File: src/risc8_cfg.svh
/*
 * risc8 configuration macros
 * datapath widths, register count, status flag positions and start address
 */
`ifndef RISC8_CFG_SVH
`define RISC8_CFG_SVH

// data byte and address widths
`define RISC8_DATA_W 8
`define RISC8_ADDR_W 16

// general purpose registers r0..r31
`define RISC8_NREGS 32

// status register bit positions, AVR order
`define RISC8_SREG_C 0
`define RISC8_SREG_Z 1
`define RISC8_SREG_N 2
`define RISC8_SREG_V 3
`define RISC8_SREG_S 4
`define RISC8_SREG_H 5

// first fetch address after reset
`define RISC8_RESET_PC 16'h0000

`endif

File: src/risc8_pkg.sv
/*
 * risc8 shared types
 * opcode, ALU operation, status register and request structs
 */
`include "risc8_cfg.svh"

package risc8_pkg;

	// one program memory word
	typedef logic [15:0] opcode_t;

	// register index r0..r31
	typedef logic [4:0] reg_sel_t;

	typedef enum logic [3:0] {
		ALU_ADD,
		ALU_SUB,
		ALU_AND,
		ALU_OR,
		ALU_EOR,
		ALU_MOVR,
		ALU_NEG,
		ALU_SWAP,
		ALU_ASR,
		ALU_LSR,
		ALU_ROR
	} alu_op_e;

	// field order matches the RISC8_SREG_* bit positions
	typedef struct packed {
		logic i;
		logic t;
		logic h;
		logic s;
		logic v;
		logic n;
		logic z;
		logic c;
	} sreg_t;

	typedef enum logic [2:0] {
		INSN_ALU,
		INSN_BRANCH,
		INSN_RJMP,
		INSN_LDS,
		INSN_STS,
		INSN_NOP
	} insn_class_e;

	// one ALU instruction on its way from stage 1 to stage 2
	typedef struct packed {
		alu_op_e op;
		logic use_carry;
		logic use_const;
		logic [`RISC8_DATA_W-1:0] const_value;
		logic store;
		reg_sel_t dest;
		logic keep_flags;
	} alu_req_t;

	// single cycle data memory strobe
	typedef struct packed {
		logic [`RISC8_ADDR_W-1:0] addr;
		logic [`RISC8_DATA_W-1:0] wdata;
		logic wen;
		logic ren;
	} mem_req_t;

endpackage

File: src/risc8_decoder.sv
/*
 * risc8 instruction decoder
 * classifies the opcode word, builds the ALU request and the read selects
 */
`timescale 1ns/1ps

module risc8_decoder import risc8_pkg::*; (
	input opcode_t opcode,
	input logic [1:0] cycle,
	output insn_class_e insn_class,
	output alu_req_t alu_req,
	output reg_sel_t sel_a,
	output reg_sel_t sel_b
);
	reg_sel_t op_rd;
	reg_sel_t op_rr;
	reg_sel_t op_rdi;
	logic [7:0] op_k;
	logic imm_form;

	// operand fields
	assign op_rd = opcode[8:4];
	assign op_rr = {opcode[9], opcode[3:0]};
	// immediate forms only reach r16..r31
	assign op_rdi = {1'b1, opcode[7:4]};
	assign op_k = {opcode[11:8], opcode[3:0]};

	// cpi, sbci, subi, ori, andi and ldi share the Rdi/K layout
	assign imm_form = (opcode[15:12] >= 4'h3 && opcode[15:12] <= 4'h7)
		|| opcode[15:12] == 4'he;

	function automatic alu_req_t make_req(input alu_op_e op, input logic carry,
			input logic use_k, input logic [7:0] k, input logic store,
			input logic keep, input reg_sel_t dest);
		alu_req_t r;
		r.op = op;
		r.use_carry = carry;
		r.use_const = use_k;
		r.const_value = k;
		r.store = store;
		r.dest = dest;
		r.keep_flags = keep;
		return r;
	endfunction

	always_comb begin
		insn_class = INSN_NOP;
		sel_a = op_rd;
		sel_b = op_rr;
		// no write and no flag update
		alu_req = make_req(ALU_MOVR, 1'b0, 1'b0, 8'h00, 1'b0, 1'b1, op_rd);

		// Rd bits opcode[8:4] are a wildcard for nearly everything
		casez ({opcode[15:9], opcode[3:0]})
		// register-register forms
		11'b0000_01?_????: alu_req = make_req(ALU_SUB, 1'b1, 1'b0, 8'h00, 1'b0, 1'b0, op_rd);
		11'b0000_10?_????: alu_req = make_req(ALU_SUB, 1'b1, 1'b0, 8'h00, 1'b1, 1'b0, op_rd);
		11'b0000_11?_????: alu_req = make_req(ALU_ADD, 1'b0, 1'b0, 8'h00, 1'b1, 1'b0, op_rd);
		11'b0001_01?_????: alu_req = make_req(ALU_SUB, 1'b0, 1'b0, 8'h00, 1'b0, 1'b0, op_rd);
		11'b0001_10?_????: alu_req = make_req(ALU_SUB, 1'b0, 1'b0, 8'h00, 1'b1, 1'b0, op_rd);
		11'b0001_11?_????: alu_req = make_req(ALU_ADD, 1'b1, 1'b0, 8'h00, 1'b1, 1'b0, op_rd);
		11'b0010_00?_????: alu_req = make_req(ALU_AND, 1'b0, 1'b0, 8'h00, 1'b1, 1'b0, op_rd);
		11'b0010_01?_????: alu_req = make_req(ALU_EOR, 1'b0, 1'b0, 8'h00, 1'b1, 1'b0, op_rd);
		11'b0010_10?_????: alu_req = make_req(ALU_OR, 1'b0, 1'b0, 8'h00, 1'b1, 1'b0, op_rd);
		11'b0010_11?_????: alu_req = make_req(ALU_MOVR, 1'b0, 1'b0, 8'h00, 1'b1, 1'b1, op_rd);
		// register-immediate forms cpi sbci subi ori andi ldi
		11'b0011_???_????: alu_req = make_req(ALU_SUB, 1'b0, 1'b1, op_k, 1'b0, 1'b0, op_rdi);
		11'b0100_???_????: alu_req = make_req(ALU_SUB, 1'b1, 1'b1, op_k, 1'b1, 1'b0, op_rdi);
		11'b0101_???_????: alu_req = make_req(ALU_SUB, 1'b0, 1'b1, op_k, 1'b1, 1'b0, op_rdi);
		11'b0110_???_????: alu_req = make_req(ALU_OR, 1'b0, 1'b1, op_k, 1'b1, 1'b0, op_rdi);
		11'b0111_???_????: alu_req = make_req(ALU_AND, 1'b0, 1'b1, op_k, 1'b1, 1'b0, op_rdi);
		11'b1110_???_????: alu_req = make_req(ALU_MOVR, 1'b0, 1'b1, op_k, 1'b1, 1'b1, op_rdi);
		// single register forms
		// com is eor with ff and inc / dec use a constant 1
		11'b1001_010_0000: alu_req = make_req(ALU_EOR, 1'b0, 1'b1, 8'hff, 1'b1, 1'b0, op_rd);
		11'b1001_010_0001: alu_req = make_req(ALU_NEG, 1'b0, 1'b0, 8'h00, 1'b1, 1'b0, op_rd);
		11'b1001_010_0010: alu_req = make_req(ALU_SWAP, 1'b0, 1'b0, 8'h00, 1'b1, 1'b1, op_rd);
		11'b1001_010_0011: alu_req = make_req(ALU_ADD, 1'b0, 1'b1, 8'h01, 1'b1, 1'b0, op_rd);
		11'b1001_010_0101: alu_req = make_req(ALU_ASR, 1'b0, 1'b0, 8'h00, 1'b1, 1'b0, op_rd);
		11'b1001_010_0110: alu_req = make_req(ALU_LSR, 1'b0, 1'b0, 8'h00, 1'b1, 1'b0, op_rd);
		11'b1001_010_0111: alu_req = make_req(ALU_ROR, 1'b0, 1'b0, 8'h00, 1'b1, 1'b0, op_rd);
		11'b1001_010_1010: alu_req = make_req(ALU_SUB, 1'b0, 1'b1, 8'h01, 1'b1, 1'b0, op_rd);
		// lds writes Rd only in its last cycle with the byte from memory
		11'b1001_000_0000: begin
			insn_class = INSN_LDS;
			if (cycle == 2'd2)
				alu_req = make_req(ALU_MOVR, 1'b0, 1'b1, 8'h00, 1'b1, 1'b1, op_rd);
		end
		// sts passes Rd through the ALU on port b
		11'b1001_001_0000: begin
			insn_class = INSN_STS;
			sel_b = op_rd;
		end
		11'b1100_???_????: insn_class = INSN_RJMP;
		11'b1111_0??_????: insn_class = INSN_BRANCH;
		default: ;
		endcase

		if (imm_form)
			sel_a = op_rdi;
		// anything that writes a register or the flags is an ALU op
		if (insn_class == INSN_NOP && (alu_req.store || !alu_req.keep_flags))
			insn_class = INSN_ALU;
	end

endmodule

File: src/risc8_control.sv
/*
 * risc8 control
 * program counter, lds/sts sequencing, branch resolution,
 * stage 2 request register and status register
 */
`timescale 1ns/1ps
`include "risc8_cfg.svh"

module risc8_control import risc8_pkg::*; (
	input logic clk,
	input logic reset,
	input opcode_t cdata,
	input logic [`RISC8_DATA_W-1:0] data_read,
	input insn_class_e insn_class,
	input alu_req_t alu_req,
	input logic [`RISC8_DATA_W-1:0] alu_result,
	input sreg_t alu_sreg,
	output opcode_t opcode,
	output logic [1:0] cycle,
	output logic [`RISC8_ADDR_W-1:0] pc,
	output mem_req_t mem_req,
	output alu_req_t stage2_req,
	output sreg_t sreg,
	output logic wr_en,
	output reg_sel_t wr_sel,
	output logic [`RISC8_DATA_W-1:0] wr_data
);
	localparam alu_req_t IDLE_REQ = '{op: ALU_MOVR, use_carry: 1'b0, use_const: 1'b0,
		const_value: 8'h00, store: 1'b0, dest: 5'd0, keep_flags: 1'b1};

	logic [`RISC8_ADDR_W-1:0] reg_pc;
	logic [`RISC8_ADDR_W-1:0] next_pc;
	logic [1:0] next_cycle;
	logic force_pc;
	opcode_t prev_opcode;
	// low for one cycle after reset while the first word is fetched
	logic running;
	insn_class_e cls;
	alu_req_t s1_req;
	sreg_t next_sreg;
	logic [7:0] flag_bits;
	logic [`RISC8_ADDR_W-1:0] simm7;
	logic [`RISC8_ADDR_W-1:0] simm12;
	logic br_taken;

	// later cycles of lds / sts re-use the first opcode word
	assign opcode = (cycle == 2'd0) ? cdata : prev_opcode;

	// the program memory fetches the next PC directly
	assign pc = next_pc;

	// branches see the flags of the op still in stage 2
	assign next_sreg = stage2_req.keep_flags ? sreg : alu_sreg;
	assign flag_bits = next_sreg;
	// brbs has opcode[10] clear and brbc has it set
	assign br_taken = flag_bits[opcode[2:0]] == !opcode[10];

	assign simm7 = {{9{opcode[9]}}, opcode[9:3]};
	assign simm12 = {{4{opcode[11]}}, opcode[11:0]};

	assign cls = running ? insn_class : INSN_NOP;

	always_comb begin
		next_pc = reg_pc + 16'd1;
		next_cycle = 2'd0;
		force_pc = 1'b0;
		mem_req = '0;
		s1_req = running ? alu_req : IDLE_REQ;

		case (cls)
		INSN_BRANCH: begin
			if (br_taken)
				next_pc = reg_pc + simm7 + 16'd1;
		end
		INSN_RJMP: next_pc = reg_pc + simm12 + 16'd1;
		INSN_STS: begin
			if (cycle == 2'd0) begin
				// step onto the address word
				force_pc = 1'b1;
				next_cycle = 2'd1;
			end else begin
				// cdata is the address and the ALU passes Rd through
				mem_req.addr = cdata;
				mem_req.wdata = alu_result;
				mem_req.wen = 1'b1;
			end
		end
		INSN_LDS: begin
			case (cycle)
			2'd0: begin
				force_pc = 1'b1;
				next_cycle = 2'd1;
			end
			2'd1: begin
				// hold the PC while next_pc already fetches the following op
				mem_req.addr = cdata;
				mem_req.ren = 1'b1;
				next_cycle = 2'd2;
			end
			default: s1_req.const_value = data_read;
			endcase
		end
		default: begin
			// stall the fetch until the first word is in
			if (!running)
				next_pc = reg_pc;
		end
		endcase
	end

	always_ff @(posedge clk) begin
		if (reset) begin
			reg_pc <= `RISC8_RESET_PC;
			cycle <= 2'd0;
			running <= 1'b0;
			stage2_req <= IDLE_REQ;
			sreg <= '0;
		end else begin
			running <= 1'b1;
			cycle <= next_cycle;
			if (force_pc || next_cycle == 2'd0)
				reg_pc <= next_pc;
			prev_opcode <= opcode;
			stage2_req <= s1_req;
			sreg <= next_sreg;
		end
	end

	// stage 2 write port
	assign wr_en = stage2_req.store;
	assign wr_sel = stage2_req.dest;
	assign wr_data = alu_result;

	// quiet through reset and the fetch cycle after it
	a_reset_quiet: assert property (@(posedge clk)
		reset |-> !(mem_req.wen || mem_req.ren) ##1 !(mem_req.wen || mem_req.ren));

endmodule

File: src/risc8_regfile.sv
/*
 * risc8 register file
 * 32 x 8 flops, two registered read ports with write-through bypass
 */
`timescale 1ns/1ps
`include "risc8_cfg.svh"

module risc8_regfile import risc8_pkg::*; (
	input logic clk,
	input logic reset,
	input reg_sel_t sel_a,
	input reg_sel_t sel_b,
	input logic wr_en,
	input reg_sel_t wr_sel,
	input logic [`RISC8_DATA_W-1:0] wr_data,
	output logic [`RISC8_DATA_W-1:0] rd_a,
	output logic [`RISC8_DATA_W-1:0] rd_b
);
	logic [`RISC8_DATA_W-1:0] regs [`RISC8_NREGS];

	always_ff @(posedge clk) begin
		if (reset) begin
			for (int i = 0; i < `RISC8_NREGS; i++)
				regs[i] <= '0;
			rd_a <= '0;
			rd_b <= '0;
		end else begin
			if (wr_en)
				regs[wr_sel] <= wr_data;
			// a write in the same cycle wins over the stored value
			if (wr_en && wr_sel == sel_a)
				rd_a <= wr_data;
			else
				rd_a <= regs[sel_a];
			if (wr_en && wr_sel == sel_b)
				rd_b <= wr_data;
			else
				rd_b <= regs[sel_b];
		end
	end

endmodule

File: src/risc8_alu.sv
/*
 * risc8 ALU
 * 8-bit result and next status register, AVR flag rules
 */
`timescale 1ns/1ps
`include "risc8_cfg.svh"

module risc8_alu import risc8_pkg::*; (
	input alu_req_t req,
	input logic [`RISC8_DATA_W-1:0] rd_a,
	input logic [`RISC8_DATA_W-1:0] rd_b,
	input sreg_t sreg_in,
	output logic [`RISC8_DATA_W-1:0] result,
	output sreg_t sreg_out
);
	logic [7:0] opb;
	logic cin;
	// neg is 0 - Rd on the subtractor
	logic [7:0] sub_x;
	logic [7:0] sub_y;
	logic [8:0] wide;
	logic [4:0] nib;
	logic [7:0] f;

	assign opb = req.use_const ? req.const_value : rd_b;
	assign cin = req.use_carry & sreg_in.c;
	assign sub_x = (req.op == ALU_NEG) ? 8'h00 : rd_a;
	assign sub_y = (req.op == ALU_NEG) ? rd_a : opb;

	always_comb begin
		f = sreg_in;
		wide = '0;
		nib = '0;
		result = opb;

		case (req.op)
		ALU_ADD: begin
			wide = {1'b0, rd_a} + {1'b0, opb} + {8'd0, cin};
			nib = {1'b0, rd_a[3:0]} + {1'b0, opb[3:0]} + {4'd0, cin};
			result = wide[7:0];
			f[`RISC8_SREG_C] = wide[8];
			f[`RISC8_SREG_H] = nib[4];
			f[`RISC8_SREG_V] = (rd_a[7] == opb[7]) && (result[7] != rd_a[7]);
		end
		ALU_SUB, ALU_NEG: begin
			// bit 8 and bit 4 come out as the borrows
			wide = {1'b0, sub_x} - {1'b0, sub_y} - {8'd0, cin};
			nib = {1'b0, sub_x[3:0]} - {1'b0, sub_y[3:0]} - {4'd0, cin};
			result = wide[7:0];
			f[`RISC8_SREG_C] = wide[8];
			f[`RISC8_SREG_H] = nib[4];
			f[`RISC8_SREG_V] = (sub_x[7] != sub_y[7]) && (result[7] != sub_x[7]);
		end
		ALU_AND: result = rd_a & opb;
		ALU_OR: result = rd_a | opb;
		ALU_EOR: result = rd_a ^ opb;
		ALU_SWAP: result = {rd_a[3:0], rd_a[7:4]};
		ALU_ASR: result = {rd_a[7], rd_a[7:1]};
		ALU_LSR: result = {1'b0, rd_a[7:1]};
		ALU_ROR: result = {sreg_in.c, rd_a[7:1]};
		default: ;
		endcase

		// logic ops clear V
		if (req.op == ALU_AND || req.op == ALU_OR || req.op == ALU_EOR)
			f[`RISC8_SREG_V] = 1'b0;
		// shifts move bit 0 into C, V is N xor C
		if (req.op == ALU_ASR || req.op == ALU_LSR || req.op == ALU_ROR) begin
			f[`RISC8_SREG_C] = rd_a[0];
			f[`RISC8_SREG_V] = result[7] ^ rd_a[0];
		end

		f[`RISC8_SREG_N] = result[7];
		// sbc / cpc only keep Z set across a zero byte
		if (req.op == ALU_SUB && req.use_carry)
			f[`RISC8_SREG_Z] = (result == 8'h00) && sreg_in.z;
		else
			f[`RISC8_SREG_Z] = (result == 8'h00);
		f[`RISC8_SREG_S] = f[`RISC8_SREG_N] ^ f[`RISC8_SREG_V];

		sreg_out = f;
	end

endmodule

File: src/risc8_core.sv
/*
 * risc8 core top level
 * two stage AVR subset, control plus decoder, register file and ALU
 */
`timescale 1ns/1ps
`include "risc8_cfg.svh"

module risc8_core import risc8_pkg::*; (
	input logic clk,
	input logic reset,
	// synchronous program ROM, word at pc returns on the next clock
	output logic [`RISC8_ADDR_W-1:0] pc,
	input logic [15:0] cdata,
	// data memory, single cycle strobes
	output logic [`RISC8_ADDR_W-1:0] data_addr,
	output logic data_wen,
	output logic data_ren,
	input logic [`RISC8_DATA_W-1:0] data_read,
	output logic [`RISC8_DATA_W-1:0] data_write
);
	opcode_t opcode;
	logic [1:0] cycle;
	insn_class_e insn_class;
	alu_req_t alu_req;
	alu_req_t stage2_req;
	reg_sel_t sel_a;
	reg_sel_t sel_b;
	logic [`RISC8_DATA_W-1:0] rd_a;
	logic [`RISC8_DATA_W-1:0] rd_b;
	logic [`RISC8_DATA_W-1:0] alu_result;
	sreg_t alu_sreg;
	sreg_t sreg;
	mem_req_t mem_req;
	logic wr_en;
	reg_sel_t wr_sel;
	logic [`RISC8_DATA_W-1:0] wr_data;

	risc8_control control_i (
		.clk(clk),
		.reset(reset),
		.cdata(cdata),
		.data_read(data_read),
		.insn_class(insn_class),
		.alu_req(alu_req),
		.alu_result(alu_result),
		.alu_sreg(alu_sreg),
		.opcode(opcode),
		.cycle(cycle),
		.pc(pc),
		.mem_req(mem_req),
		.stage2_req(stage2_req),
		.sreg(sreg),
		.wr_en(wr_en),
		.wr_sel(wr_sel),
		.wr_data(wr_data)
	);

	risc8_decoder decoder_i (
		.opcode(opcode),
		.cycle(cycle),
		.insn_class(insn_class),
		.alu_req(alu_req),
		.sel_a(sel_a),
		.sel_b(sel_b)
	);

	risc8_regfile regfile_i (
		.clk(clk),
		.reset(reset),
		.sel_a(sel_a),
		.sel_b(sel_b),
		.wr_en(wr_en),
		.wr_sel(wr_sel),
		.wr_data(wr_data),
		.rd_a(rd_a),
		.rd_b(rd_b)
	);

	// stage 2 operates on operands read for the registered request
	risc8_alu alu_i (
		.req(stage2_req),
		.rd_a(rd_a),
		.rd_b(rd_b),
		.sreg_in(sreg),
		.result(alu_result),
		.sreg_out(alu_sreg)
	);

	assign data_addr = mem_req.addr;
	assign data_wen = mem_req.wen;
	assign data_ren = mem_req.ren;
	assign data_write = mem_req.wdata;

endmodule

File: config.mk
export PLATFORM = sky130hd
export DESIGN_NAME = risc8_core
export DESIGN_NICKNAME = d
export VERILOG_FILES = /design/src/risc8_pkg.sv /design/src/risc8_decoder.sv /design/src/risc8_control.sv /design/src/risc8_regfile.sv /design/src/risc8_alu.sv /design/src/risc8_core.sv
export VERILOG_INCLUDE_DIRS = /design/src
export SDC_FILE = /design/constraint.sdc
export NUM_CORES = 1
export LEC_CHECK = 0
export ABC_CLOCK_PERIOD_IN_PS = 10300
export BUFFER_PORTS_ARGS = -buffer_cell sky130_fd_sc_hd__buf_2
export CORE_MARGIN = 10
export CORE_UTILIZATION = 40
export DETAILED_ROUTE_END_ITERATION = 7
export SLEW_MARGIN = 40
export SYNTH_ARGS = -nofsm -noshare
export SYNTH_HDL_FRONTEND = slang
export SYNTH_SLANG_ARGS = --single-unit
File: constraint.sdc
create_clock -name clk -period 10.3 [get_ports clk]
set_clock_uncertainty 0.1 [all_clocks]
set_input_delay 0 -clock clk [delete_from_list [all_inputs] [get_ports clk]]
set_output_delay 0 -clock clk [all_outputs]
set_load 0.01 [all_outputs]
* Yosys cells after proc, flatten, opt, wreduce, memory -nomap -nowiden
Memories as Yosys holds them, arrays and structs flattened. A register that Yosys moved wholly into a read port is not among the register bits.
Cells that the tools add are included.
** Cells by class
- Add/subtract/negate cells :: 13
- Order comparisons :: 3
- Equality and inequality tests :: 49
- Muxes and demuxes :: 48
- Bitwise operators :: 7
- Reduce and logical (&&, ||, !) cells :: 24
** Operators by type and width (count)
- $pmux 21 s25 :: 1
- $eq 11x11->1 const B :: 10
- $mux 16 :: 5
- $pmux 8 s9 :: 1
- $add 16x1->16 const B :: 3
- $mux 8 :: 6
- $pmux 16 s3 :: 1
- $add 16x16->16 :: 2
- $pmux 16 s2 :: 1
- $eq 4x3->1 const B :: 7
- $mux 25 :: 1
- $eq 6x4->1 const B :: 4
- $eq 4x4->1 const B :: 5
- $eq 6x3->1 const B :: 3
- $mux 1 :: 17
- $mux 15 :: 1
- $mux 5 :: 3
- $eq 4x2->1 const B :: 3
- $eq 6x2->1 const B :: 2
- $pmux 3 s4 :: 1
- $add 8x8->9 :: 1
- $add 9x1->9 :: 1
- $mux 9 :: 1
- $sub 8x8->9 :: 1
- 37 further kinds :: 63
** Storage, ports and cells
- Register bits after elaboration :: 64
- Memory bits (writable) :: 256
- Input bits :: 26
- Output and inout bits :: 42
- Word-level logic and storage cells :: 164
- Memories kept :: 1
** Memories
- regfile_i.regs :: words 32, width 8, rd ports 2, clocked after Yosys merged registers in 2, write ports 32, RTL line risc8_regfile.sv:19 : logic [`RISC8_DATA_W-1:0] regs [`RISC8_NREGS];

* Longest topological paths before layout
Gate-level depths: netlist of the first run.
- Depth after elaboration :: 16
- Depth in mapped cells :: 24
- Depth with buffers taken out :: 20

* By module
From an unflattened synthesis of the first run, not the netlist that was laid out.
** Second synthesis, totals
- Cells, all modules :: 2376
- Area, all modules :: 23420.0 µm²
** By module, submodules not included
- risc8_regfile :: instances 1, cells each 1237, area each 14928.1 µm²
- risc8_control :: instances 1, cells each 706, area each 5590.4 µm²
- risc8_alu :: instances 1, cells each 310, area each 2130.8 µm²
- risc8_decoder :: instances 1, cells each 123, area each 770.7 µm²

* Worst setup path before layout of the first run
Ideal clock, no wire load.
- Path type :: reg-to-reg
- Start point :: reg, netlist name control_i.stage2_req[17]
- End point :: reg control_i.reg_pc[2]
- Data arrival time :: 5025 ps
- Slack :: 5087 ps
- Stages on the path, launching flop included :: 23
- Path buffers :: 4
- Path through :: dfxtp_1 > buf_4 > inv_1 > nand3_1 > clkbuf_1 > buf_1 > nand2_1 > fa_1 > fa_1 > inv_1 > a221oi_1 > a21oi_1 > a211oi_1 > a41oi_1 > nor4b_1 > a41oi_2 > nor2_1 > o31ai_2 > o21ai_1 > buf_4 > nand3_2 > o31a_1 > a311oi_2
** On the way
- Word-level cells in the longest chain between the ends :: 16
- Elaborated cells between the ends (all ways) :: 43
- Those cells by class :: add/sub: 4; eq/ne: 12; mux: 15; bitwise: 2; reduce/logical: 10
** Ends and longest elaborated chain
- $eq 4x3->1 :: RTL line risc8_alu.sv:27, risc8_alu.sv:28, risc8_alu.sv:36
- $mux 8, on equally long branches :: RTL line risc8_alu.sv:27, risc8_alu.sv:28
- $sub 8x8->9 :: RTL line risc8_alu.sv:47 : wide = {1'b0, sub_x} - {1'b0, sub_y} - {8'd0, cin};
- $sub 9x1->9 :: RTL line risc8_alu.sv:47
- $ne 1x1->1 :: RTL line risc8_alu.sv:52 : f[`RISC8_SREG_V] = (sub_x[7] != sub_y[7]) && (result[7] != sub_x[7]);
- $logic_and 1x1->1 :: RTL line risc8_alu.sv:52
- $pmux 1 s2 :: RTL line risc8_alu.sv:36 : case (req.op)
- $mux 1 :: RTL line risc8_alu.sv:65 : if (req.op == ALU_AND || req.op == ALU_OR || req.op == ALU_EOR)
- $mux 1 :: RTL line risc8_alu.sv:68 : if (req.op == ALU_ASR || req.op == ALU_LSR || req.op == ALU_ROR) begin
- $xor 1x1->1 :: RTL line risc8_alu.sv:79 : f[`RISC8_SREG_S] = f[`RISC8_SREG_N] ^ f[`RISC8_SREG_V];
- $mux 6 * :: RTL line risc8_control.sv:53 : assign next_sreg = stage2_req.keep_flags ? sreg : alu_sreg;
- $bmux 1 s3 * :: RTL line risc8_control.sv:56 : assign br_taken = flag_bits[opcode[2:0]] == !opcode[10];
- $mux 1 (implied by the code) * :: RTL line risc8_control.sv:56
- $eq 1x1->1 * :: RTL line risc8_control.sv:56
- $mux 16 * :: RTL line risc8_control.sv:72 : if (br_taken)
- $pmux 16 s3 * :: RTL line risc8_control.sv:70 : case (cls)
- end signal, assigned :: RTL line risc8_control.sv:113 : reg_pc <= `RISC8_RESET_PC;
- end signal, assigned :: RTL line risc8_control.sv:122 : reg_pc <= next_pc;
- end, declared :: RTL line risc8_control.sv:31 : logic [`RISC8_ADDR_W-1:0] reg_pc;
Mark *: on every way between the ends. The rest lies on a longest branch, timed or not. The select of a mux whose other input is x is not followed.
A chain may end at the register's enable or synchronous reset.

* Worst setup path after layout of the first run
- Start point :: reg, netlist name control_i.stage2_req[17]
- End point :: out pc[1]
** On the way
- Word-level cells in the longest chain between the ends :: 16
- Elaborated cells between the ends (all ways) :: 43
- Those cells by class :: add/sub: 4; eq/ne: 12; mux: 15; bitwise: 2; reduce/logical: 10
** Ends and longest elaborated chain
- $eq 4x3->1 :: RTL line risc8_alu.sv:27, risc8_alu.sv:28, risc8_alu.sv:36
- $mux 8, on equally long branches :: RTL line risc8_alu.sv:27, risc8_alu.sv:28
- $sub 8x8->9 :: RTL line risc8_alu.sv:47
- $sub 9x1->9 :: RTL line risc8_alu.sv:47
- $ne 1x1->1 :: RTL line risc8_alu.sv:52
- $logic_and 1x1->1 :: RTL line risc8_alu.sv:52
- $pmux 1 s2 :: RTL line risc8_alu.sv:36
- $mux 1 :: RTL line risc8_alu.sv:65
- $mux 1 :: RTL line risc8_alu.sv:68
- $xor 1x1->1 :: RTL line risc8_alu.sv:79
- $mux 6 * :: RTL line risc8_control.sv:53
- $bmux 1 s3 * :: RTL line risc8_control.sv:56
- $mux 1 (implied by the code) * :: RTL line risc8_control.sv:56
- $eq 1x1->1 * :: RTL line risc8_control.sv:56
- $mux 16 * :: RTL line risc8_control.sv:72
- $pmux 16 s3 * :: RTL line risc8_control.sv:70
- end, declared :: RTL line risc8_core.sv:12 : output logic [`RISC8_ADDR_W-1:0] pc,
Marks and branches as above.

==> impl_summary.log, run 1 <==
[metrics] run status: complete, no violations
[metrics] endpoint arrival time on the critical path: 6.77 ns
[metrics] H-tree lvl count: 2
[metrics] Non-Filler Cell Area, Final: 24,500 um2
[metrics] worst hold-check path type: primary input to flop
[metrics] Global Route met1 Usage: 30.3%
[metrics] combined global-route utilization of all metal layers: 22.5%
[metrics] Inserted Clock Buffers: 40
[metrics] peak clock frequency supported by timing: 146 MHz
[metrics] Resize count post-CTS: 0
[metrics] CTS clock-pin slew for the worst setup and hold paths: 0.06 ns
[metrics] number of search-and-repair iterations in the first detailed-routing pass: 7
[metrics] critical path type: flop to primary output
[metrics] number of synthesized register bits: 334
[metrics] Core Area: 53,900 um2
[metrics] unrepaired setup endpoints after global routing: false
[metrics] Slew headroom: 35.6%
[metrics] Hold Violations, Final: 0
[metrics] number of enable flip-flop cells after synthesis: 272
[metrics] post-synthesis cell area: 21,900 um2
[metrics] boundary pin count: 68
[metrics] met2 usage: 36.1%
[metrics] detailed-route wire length per cell: 23.1 um
[metrics] Peak VDD IR: 0.0988 mV
[metrics] cell type with the largest total area after synthesis: sky130_fd_sc_hd__edfxtp_1
[metrics] total power of the final layout: 3.63 mW
[metrics] number of distinct library cells after synthesis: 90
[metrics] Startpoint Class: flop
[metrics] end-of-flow core utilization: 45.4%
[metrics] count of input and output buffers: 67
[metrics] post-synthesis compound-gate area fraction: 13.2%
[metrics] CTS tree: yes
[metrics] pre-CTS worst setup slack: 3.98 ns
[metrics] Max Fanout on Critical Path: 31
[metrics] most used flip-flop cell after synthesis: sky130_fd_sc_hd__edfxtp_1
[metrics] net count of the finished layout: 2,558
[metrics] combinational family with the most area after synthesis: simple AND/OR/NAND/NOR gates
[metrics] initial standard-cell utilization of the core: 40.5%
[metrics] PnR worst setup slack: 3.43 ns
[metrics] number of antenna violations at the first check in global routing: 0
[metrics] die boundary height: 254 um
[metrics] die footprint: 64,400 um2
[metrics] clock latency at the later pin of the worst-skew pair: 0.60 ns
[metrics] required time of the critical path: 10.20 ns
[metrics] GR met3 Demand/Resource: 3.89%
[metrics] Lkg Pwr: 9.34 nW
[metrics] final setup violating endpoints: 0
[metrics] proportion of synthesized area in mux cells: 8.21%
[metrics] Chip Width: 254 um
[metrics] Row Count: 85
[metrics] fraction of layout cells with a size suffix above 1: 12.0%
[metrics] Power Density: 148 nW/um2
[metrics] DR vias: 19,400
[metrics] CTS max path bufs: 3
[metrics] syn_area_per_cell: 8.89 um2
[metrics] post-detailed-route via-to-cell ratio: 6.07
[metrics] final period utilization: 66.7%
[metrics] number of global-route vias before repair: 18,100
[metrics] pin count of the biggest net entering global routing: 56
[metrics] post-synthesis cell count: 2,458
[metrics] post-synthesis simple-gate area fraction: 24.9%
[metrics] transition at the pin with the smallest max-transition slack: 0.960 ns
[metrics] Syn Nets: 2,548
[metrics] total wire length: 73,900 um
[metrics] fin. max-slew vios: 0
[metrics] dominant cell by count in the synthesized netlist: sky130_fd_sc_hd__nand2_1
[metrics] placed wire-length estimate after detailed placement: 50,800 um
[metrics] DR iter-0 viols: 2,291
[metrics] crit path capture type: primary output
[metrics] Area Growth Syn to Fin: 11.9%
[metrics] sum of negative setup slack: 0 ns
[metrics] count of maximum capacitance violations: 0
[metrics] ANT cells: 0
[metrics] Fill cells: 5,126
[metrics] total grt overflow: 0
[metrics] Post-DRT Antenna Nets: 0
[metrics] post-synthesis xor/xnor area fraction: 2.08%
[metrics] portion of the post-synthesis area used by sequential elements: 43.0%
[metrics] minimum clock period: 6.87 ns
[metrics] most used standard cells in the synthesized netlist: sky130_fd_sc_hd__nand2_1 (500), sky130_fd_sc_hd__nor2_1 (396), sky130_fd_sc_hd__edfxtp_1 (272)
[metrics] wire length of the first global-routing pass: 113,000 um
[metrics] post-synth top area share: 37.4%
[metrics] top area cells in the synthesized netlist: sky130_fd_sc_hd__edfxtp_1 (37%), sky130_fd_sc_hd__nand2_1 (8.6%), sky130_fd_sc_hd__nor2_1 (6.8%)
[metrics] Synthesis Warnings: 0
[metrics] routability cong.: 0.918
[metrics] Async S/R FF share, synth: 0%
[metrics] DRC Markers: 0
[metrics] clock tree root driver cell: sky130_fd_sc_hd__clkbuf_16
[metrics] placement-stage cell area: 22,800 um2
[metrics] layer carrying the most global-route usage: met2
[metrics] share of synthesized cell area in full adder, half adder and majority cells: 3.87%
[metrics] clk sinks: 334
==> repair_timing <==
item,in CTS,in global routing
setup buffers,0,0
hold buffers,28,0
endpoints found under the hold margin,50,0
==> state kept, by name, summed over array words and instances, names as in the netlist <==
| register | flops |
|---|---|
| control_i.reg_pc | 16 |
| regfile_i.rd_b | 8 |
| control_i.prev_opcode | 16 |
| control_i.wr_sel | 5 |
| control_i.cycle | 2 |
| control_i.stage2_req | 15 |
| regfile_i.rd_a | 8 |
| control_i.sreg | 6 |
| control_i.running | 1 |
| control_i.wr_en | 1 |
| regfile_i.regs | 256 |
==> logic make-up after synthesis <==
| family | count (synthesis) |
|---|---|
| and+or+nand+nor | 1254 |
| DFF | 334 |
| buffers and inverters | 244 |
| muxes | 98 |
| adders and majority gates | 64 |
| AOI/OAI and AO/OA | 412 |
| xor gates and xnor gates | 52 |
==> report_power, final <==
part           switching [mW]  leakage, nW  total (mW)  internal, mW
clock                   0.617        0.619        1.44         0.825
combinational           0.434         5.41       0.640         0.206
sequential             0.0429         3.31        1.55          1.51
total                    1.09         9.34        3.63          2.54
==> layout by cell type (no fill, tap or decap), drive strengths merged, types with 62 or more instances in the layout <==
| cell | n |
|---|---|
| nand2 | 501 |
| nor2 | 398 |
| edfxtp | 272 |
| nand3 | 178 |
| buf | 108 |
| a21oi | 92 |
| inv | 77 |
| o21ai | 70 |
| mux4 | 64 |
| dfxtp | 62 |
==> cell type report <==
cell class              instances  area (um2)  share of cell area, %
multi-input cells            1880       11600                   47.5
repair buffers                136         960                   3.92
inverters                      76         288                   1.18
clock buffers                  46        1020                   4.18
well taps                     696         871                   3.56
clock inverters                27         294                   1.20
flip-flops and latches        334        9410                   38.5
==> stage by stage <==
stage,hold WS [ns],std cells
2_1_floorplan,-0.00202,2458
3_3_place_gp,0.155,3091
3_5_place_dp,0.150,3094
4_1_cts,0.0101,3195
5_1_grt,0.0484,3195
6_report,0.0505,3195
==> worst paths after layout <==
kind / end / from / cells after the start / slack, ns
worst max-delay path: pc[1] / control_i.stage2_req[17] / 20 / 3.43
worst min-delay path: control_i.stage2_req[20] / cdata[0] / 5 / 0.05
worst max register to register: control_i.reg_pc[3] / control_i.stage2_req[17] / 19 / 4.06
worst min register to register: control_i.sreg[4] / control_i.sreg[4] / 2 / 0.40
==> metal layers <==
layer | wire length [um] | part of all wire [%]
met5 | 0 | 0
met3 | 6530 | 8.8
met1 | 31100 | 42
met2 | 34000 | 46
met4 | 2330 | 3.2
==> critical path, cell delays in order, from the launching register on <==
cell and delay (ns):
sky130_fd_sc_hd__dfxtp_1 0.32, sky130_fd_sc_hd__buf_4 0.32, sky130_fd_sc_hd__inv_1 0.22, sky130_fd_sc_hd__nand3_1 0.57
sky130_fd_sc_hd__nand2_1 0.17, sky130_fd_sc_hd__fa_1 0.50, sky130_fd_sc_hd__fa_1 0.55, sky130_fd_sc_hd__inv_1 0.05
sky130_fd_sc_hd__a221oi_1 0.32, sky130_fd_sc_hd__a21oi_1 0.08, sky130_fd_sc_hd__a211oi_1 0.45, sky130_fd_sc_hd__a41oi_1 0.18
sky130_fd_sc_hd__nor4b_1 0.43, sky130_fd_sc_hd__a41oi_2 0.19, sky130_fd_sc_hd__nor2_1 0.20, sky130_fd_sc_hd__o31ai_2 0.16
sky130_fd_sc_hd__o21ai_2 0.57, sky130_fd_sc_hd__nand3_2 0.17, sky130_fd_sc_hd__o221a_2 0.30, sky130_fd_sc_hd__a22oi_1 0.21
sky130_fd_sc_hd__buf_2 0.20
Power figures use the tool's default switching activity.
==> inputs of run 2 (changes only) <==
ABC_AREA = 1   (was default)
ABC_CLOCK_PERIOD_IN_PS = 5900   (was 10300)
clock period = 5.9 ns   (was 10.3 ns; I/O delays follow)
==> impl_summary.log, run 2 <==
[metrics] cell type with the largest total area after synthesis: sky130_fd_sc_hd__edfxtp_1
[metrics] max reg flops: 256
[metrics] category of cells accounting for the largest share of critical-path delay: simple AND/OR/NAND/NOR gates
[metrics] DRC Markers: 0
[metrics] Syn Nets: 3,016
[metrics] number of antenna violations at the first check in global routing: 0
[metrics] boundary pin count: 68
[metrics] Area Growth Syn to Fin: 11.2%
[metrics] count of input and output buffers: 67
[metrics] post-synth top area share: 36.9%
[metrics] Max Fanout on Critical Path: 18
[metrics] CTS max path bufs: 3
[metrics] number of enable flip-flop cells after synthesis: 272
[metrics] Async S/R FF share, synth: 0%
[metrics] Core Area: 54,900 um2
[metrics] detailed-route wire length per cell: 22.1 um
[metrics] register ranked first by flip-flop count: regfile_i.regs
[metrics] Inserted Clock Buffers: 41
[metrics] transition at the pin with the smallest max-transition slack: 0.918 ns
[metrics] Worst Reg-to-Reg Cells: 29
[metrics] clk sinks: 334
[metrics] total grt overflow: 0
[metrics] run status: complete, no violations
[metrics] Chip Width: 255 um
[metrics] count of cells along the worst hold path: 5
[metrics] initial standard-cell utilization of the core: 40.3%
[metrics] sum of negative setup slack: 0 ns
[metrics] fin. max-slew vios: 0
[metrics] Peak VDD IR: 0.229 mV
[metrics] sum of buffers and inverters on the critical path: 3
[metrics] clock tree root driver cell: sky130_fd_sc_hd__clkbuf_16
[metrics] placement-stage cell area: 23,000 um2
[metrics] Startpoint Class: flop
[metrics] ANT cells: 0
[metrics] wire length of the first global-routing pass: 122,000 um
[metrics] dominant cell by count in the synthesized netlist: sky130_fd_sc_hd__nor2_1
[metrics] DR iter-0 viols: 2,850
[metrics] Synthesis Warnings: 0
[metrics] H-tree lvl count: 2
[metrics] post-detailed-route via-to-cell ratio: 5.90
[metrics] pin count of the biggest net entering global routing: 91
[metrics] Row Count: 86
[metrics] post-synthesis cell area: 22,100 um2
[metrics] total wire length: 80,900 um
[metrics] number of distinct library cells after synthesis: 54
[metrics] required time of the critical path: 5.80 ns
[metrics] peak clock frequency supported by timing: 185 MHz
[metrics] count of maximum capacitance violations: 0
[metrics] post-route non-filler standard cell count: 3,662
[metrics] crit path capture type: primary output
[metrics] combined global-route utilization of all metal layers: 24.3%
[metrics] instance count on the critical path: 27
[metrics] Power Density: 278 nW/um2
[metrics] die boundary height: 255 um
[metrics] placed wire-length estimate after detailed placement: 52,900 um
[metrics] total power of the final layout: 6.84 mW
[metrics] most used flip-flop cell after synthesis: sky130_fd_sc_hd__edfxtp_1
[metrics] unrepaired setup endpoints after global routing: false
[metrics] minimum clock period: 5.41 ns
[metrics] number of search-and-repair iterations in the first detailed-routing pass: 6
[metrics] most used standard cells in the synthesized netlist: sky130_fd_sc_hd__nor2_1 (611), sky130_fd_sc_hd__nand2_1 (406), sky130_fd_sc_hd__o21ai_0 (340)
[metrics] syn_area_per_cell: 7.56 um2
[metrics] largest registers: regfile_i.regs (256), control_i.prev_opcode (16), control_i.reg_pc (16)
[metrics] portion of the post-synthesis area used by sequential elements: 42.5%
[metrics] die footprint: 65,100 um2
[metrics] top area cells in the synthesized netlist: sky130_fd_sc_hd__edfxtp_1 (37%), sky130_fd_sc_hd__nor2_1 (10%), sky130_fd_sc_hd__o21ai_0 (7.7%)
[metrics] post-synthesis cell count: 2,926
[metrics] Lkg Pwr: 10.3 nW
[metrics] Slew headroom: 38.8%
[metrics] commonest cells after routing, fill and taps aside: sky130_fd_sc_hd__nor2_1 (609), sky130_fd_sc_hd__nand2_1 (403), sky130_fd_sc_hd__o21ai_0 (339)
[metrics] CTS tree: yes
[metrics] endpoint arrival time on the critical path: 5.31 ns
[metrics] routability cong.: 0.940
[metrics] fraction of layout cells with a size suffix above 1: 8.76%
[metrics] net count of the finished layout: 3,017
[metrics] Hold Violations, Final: 0
[metrics] number of placed cells counting well taps: 3,570
[metrics] critical path type: flop to primary output
[metrics] final period utilization: 91.6%
[metrics] clock latency at the later pin of the worst-skew pair: 0.59 ns
[metrics] Non-Filler Cell Area, Final: 24,600 um2
[metrics] Post-DRT Antenna Nets: 0
[metrics] pre-CTS worst setup slack: 1.06 ns
[metrics] number of global-route vias before repair: 20,700
[metrics] number of synthesized register bits: 334
[metrics] PnR worst setup slack: 0.493 ns
[metrics] master of the slowest instance on the critical path: sky130_fd_sc_hd__fa_1
[metrics] final setup violating endpoints: 0
[metrics] highest cell delay on the worst timing path: 0.44 ns
[metrics] worst hold-check path type: primary input to flop
[metrics] DR vias: 21,600
[metrics] most prevalent standard cell on the critical path: sky130_fd_sc_hd__nand2_1
[metrics] CTS clock-pin slew for the worst setup and hold paths: 0.06 ns
[metrics] most common cell after layout, fill and taps aside: sky130_fd_sc_hd__nor2_1
## run 2: cell types whose count changed after synthesis, sizes merged, moves of 39 or more
| cell | before | now |
|---|---|---|
| inv | 75 | 326 |
| nand3 | 178 | 221 |
| mux4 | 64 | 0 |
| a311oi | 54 | 0 |
| o21ai | 70 | 356 |
| and3 | 39 | 0 |
| o221ai | 6 | 124 |
| nand2 | 501 | 420 |
| nor2 | 398 | 631 |
## run 2: final cells by class
| cell class | count | area (um2) |
|---|---|---|
| clock buffer | 50 | 1120 |
| clock inverter | 24 | 246 |
| fill | 5448 | 30300 |
| inverter | 332 | 1260 |
| multi-input combinational | 2100 | 10900 |
| sequential | 334 | 9410 |
| tap | 704 | 881 |
| timing repair buffer | 118 | 821 |
## run 2: per-stage QoR
stage                     util [%]  hold WS [ns]
after floorplan                  -        0.0130
after global placement        41.9         0.158
after detailed placement      41.9         0.165
after CTS                     44.7        0.0306
after global routing          44.8        0.0703
final                         44.8        0.0416
## run 2: report_power, final
group	switching, mW	internal, mW
Sequential	0.0937	2.64
Clock	1.07	1.53
Combinational	1.07	0.427
## run 2: worst paths after layout
| kind | from | endpoint | slack (ns) |
|---|---|---|---|
| setup / recovery | control_i.stage2_req[18] | pc[3] | 0.49 |
| hold / removal | cdata[11] | control_i.prev_opcode[11] | 0.04 |
| setup reg to reg | control_i.stage2_req[18] | control_i.reg_pc[3] | 1.04 |
| hold reg to reg | control_i.sreg[2] | control_i.sreg[2] | 0.38 |
## run 2: timing repair
action	in CTS	in global routing
setup buffers	0	0
setup endpoints to repair	0	16
resized for setup	0	2
hold endpoints to repair	33	0
hold buffers	16	0
## run 2: kinds of logic after synthesis
kind of cell / share of synthesized area [%]
flip-flops: 42.5
buffers and inverters: 8.73
adder cells (fa/ha/maj): 3.82
AND/OR/NAND/NOR: 26.4
XOR/XNOR: 1.47
AO/OA/AOI/OAI: 17.1
## run 2: routing by layer
metal,track usage [%],vias up,part of all wire [%]
met5,0,-,0
met4,11.6,0,4.8
met3,3.86,252,8.9
met2,39.7,1199,46
met1,30.9,10200,40
li1,-,9985,-
## run 2: tightest hold or removal path, stage by stage
cell	delay, ns
sky130_fd_sc_hd__buf_2	0.07
sky130_fd_sc_hd__inv_1	0.05
sky130_fd_sc_hd__nand2_1	0.07
sky130_fd_sc_hd__o21ai_2	0.13
sky130_fd_sc_hd__inv_2	0.24
==> inputs of run 3 (changes only) <==
ABC_CLOCK_PERIOD_IN_PS = 4950   (was 5900)
clock period = 4.95 ns   (was 5.9 ns; I/O delays follow)
==> impl_summary.log, run 3 (synthesis results as in run 2) <==
[metrics] area used by sequential logic in the layout: 9410 um2
[metrics] share of power burned in combinational logic: 22.5%
[metrics] CTS tree: yes
[metrics] endpoint arrival time on the critical path: 4.59 ns
[metrics] detailed-route wire length per cell: 22.1 um
[metrics] fraction of layout cells with a size suffix above 1: 9.96%
[metrics] CTS clock-pin slew for the worst setup and hold paths: 0.05 ns
[metrics] Chip Width: 255 um
[metrics] Post-DRT Antenna Nets: 0
[metrics] number of global-route vias before repair: 20,800
[metrics] run status: complete, no violations
[metrics] master of the slowest instance on the critical path: sky130_fd_sc_hd__dfxtp_1
[metrics] number of antenna violations at the first check in global routing: 1
[metrics] clock tree root driver cell: sky130_fd_sc_hd__clkbuf_16
[metrics] DR iter-0 viols: 2,862
[metrics] Max Fanout on Critical Path: 14
[metrics] Hold Violations, Final: 0
[metrics] crit path capture type: primary output
[metrics] Row Count: 86
[metrics] DRC Markers: 0
[metrics] reg2reg setup slack: 0.62 ns
[metrics] initial standard-cell utilization of the core: 40.3%
[metrics] minimum clock period: 4.69 ns
[metrics] Lkg Pwr: 10.4 nW
[metrics] sum of negative setup slack: 0 ns
[metrics] clock latency at the later pin of the worst-skew pair: 0.61 ns
[metrics] sequential cell fraction of total power: 39.5%
[metrics] Switching Share: 32.9%
[metrics] count of cells along the worst hold path: 5
[metrics] total wire length: 81,500 um
[metrics] most common cell after layout, fill and taps aside: sky130_fd_sc_hd__nor2_1
[metrics] boundary pin count: 68
[metrics] commonest cells after routing, fill and taps aside: sky130_fd_sc_hd__nor2_1 (607), sky130_fd_sc_hd__nand2_1 (399), sky130_fd_sc_hd__o21ai_0 (337)
[metrics] net count of the finished layout: 3,040
[metrics] CTS max path bufs: 3
[metrics] max reg flops: 256
[metrics] Worst Reg-to-Reg Cells: 16
[metrics] Startpoint Class: flop
[metrics] most prevalent standard cell on the critical path: sky130_fd_sc_hd__nand3_1
[metrics] pin count of the biggest net entering global routing: 80
[metrics] Slew headroom: 41.0%
[metrics] routability cong.: 0.975
[metrics] total grt overflow: 0
[metrics] transition at the pin with the smallest max-transition slack: 0.885 ns
[metrics] ANT cells: 0
[metrics] number of search-and-repair iterations in the first detailed-routing pass: 8
[metrics] final setup violating endpoints: 0
[metrics] Core Area: 54,900 um2
[metrics] placed wire-length estimate after detailed placement: 53,600 um
[metrics] final period utilization: 94.8%
[metrics] peak clock frequency supported by timing: 213 MHz
[metrics] multi-input combinational cell area: 11,000 um2
[metrics] Non-Filler Cell Area, Final: 25,000 um2
[metrics] count of maximum capacitance violations: 0
[metrics] Power Internal: 5.54 mW
[metrics] Area Growth Syn to Fin: 12.8%
[metrics] share of power burned in the clock network: 38.1%
[metrics] H-tree lvl count: 2
[metrics] DR vias: 21,900
[metrics] Peak VDD IR: 0.263 mV
[metrics] die boundary height: 255 um
[metrics] wire length of the first global-routing pass: 123,000 um
[metrics] Fill cells: 5,444
[metrics] worst hold-check path type: primary input to flop
[metrics] largest registers: regfile_i.regs (256), control_i.prev_opcode (16), control_i.reg_pc (16)
[metrics] critical path type: flop to primary output
[metrics] register ranked first by flip-flop count: regfile_i.regs
[metrics] net load switching power: 2.72 mW
[metrics] highest cell delay on the worst timing path: 0.37 ns
[metrics] die footprint: 65,100 um2
[metrics] count of input and output buffers: 67
[metrics] combined global-route utilization of all metal layers: 24.2%
[metrics] fin. max-slew vios: 0
[metrics] Inserted Clock Buffers: 43
[metrics] placement-stage cell area: 23,200 um2
[metrics] Power Density: 331 nW/um2
[metrics] end-of-flow core utilization: 45.5%
[metrics] required time of the critical path: 4.85 ns
[metrics] post-detailed-route via-to-cell ratio: 5.93
[metrics] clk sinks: 334
run 3: cell types whose count changed in the layout (fill, tap and decap cells not counted), sizes merged:
cell / before / now
buf: 102 / 122
clkbuf: 50 / 56
clkinvlp: 4 / 0
dlygate4sd3: 16 / 14
nand3: 221 / 223
clkinv: 22 / 23
inv: 326 / 327
nand2: 420 / 421
run 3: worst paths after layout:
path                            startpoint                         to
setup reg to reg        control_i.cycle[1]          regfile_i.rd_b[2]
setup / recovery  control_i.stage2_req[19]                      pc[4]
hold reg to reg          control_i.sreg[2]          control_i.sreg[2]
hold / removal                   cdata[11]  control_i.prev_opcode[11]
run 3: timing repair:
action | 4_1_cts | 5_1_grt
gates cloned | 0 | 3
resized for setup | 8 | 31
setup buffers | 0 | 3
hold buffers | 14 | 0
setup endpoints to repair | 16 | 32
hold endpoints to repair | 31 | 0
pin swaps | 0 | 3
run 3: per-stage QoR:
step | worst slack, ns | instances | power (mW) | hold WS, ns
floorplan | 0.739 | 2926 | 4.42 | 0.0130
global placement | 0.473 | 3589 | 5.03 | 0.160
detailed placement | 0.356 | 3589 | 5.06 | 0.155
CTS | 0.00245 | 3681 | 8.21 | 0.0128
global route | -0.0347 | 3687 | 8.57 | 0.0740
finish | 0.259 | 3687 | 8.26 | 0.0265
run 3: cell type report:
type	count	share of cell area, %
Clock buffer	56	4.59
Tap cell	704	3.53
Clock inverter	22	0.998
Multi-Input combinational cell	2103	44.2
Inverter	332	5.05
Timing Repair Buffer	136	3.89
Sequential cell	334	37.7
run 3: worst max-delay path, delay by kind of cell, from the launching register on:
family | cells | cell delay (ns)
buffers and inverters | 7 | 0.74
AO/OA/AOI/OAI | 1 | 0.26
adder cells (fa/ha/maj) | 2 | 0.57
AND/OR/NAND/NOR | 20 | 2.06
flip-flops | 1 | 0.37
run 3: layer usage:
layer / wire (um) / track usage (%)
met2: 37200 / 38.7
met1: 32400 / 32.0
met3: 8290 / 3.74
met4: 3480 / 10.8
met5: 17 / 0
run 3: power groups by stage:
stage	sequential (mW)	combinational, mW	clock [mW]
finish	3.26	1.86	3.14
global route	3.27	2.02	3.28
CTS	3.26	1.77	3.18
detailed placement	3.31	1.75	0
global placement	3.31	1.72	0
floorplan	3.26	1.16	0
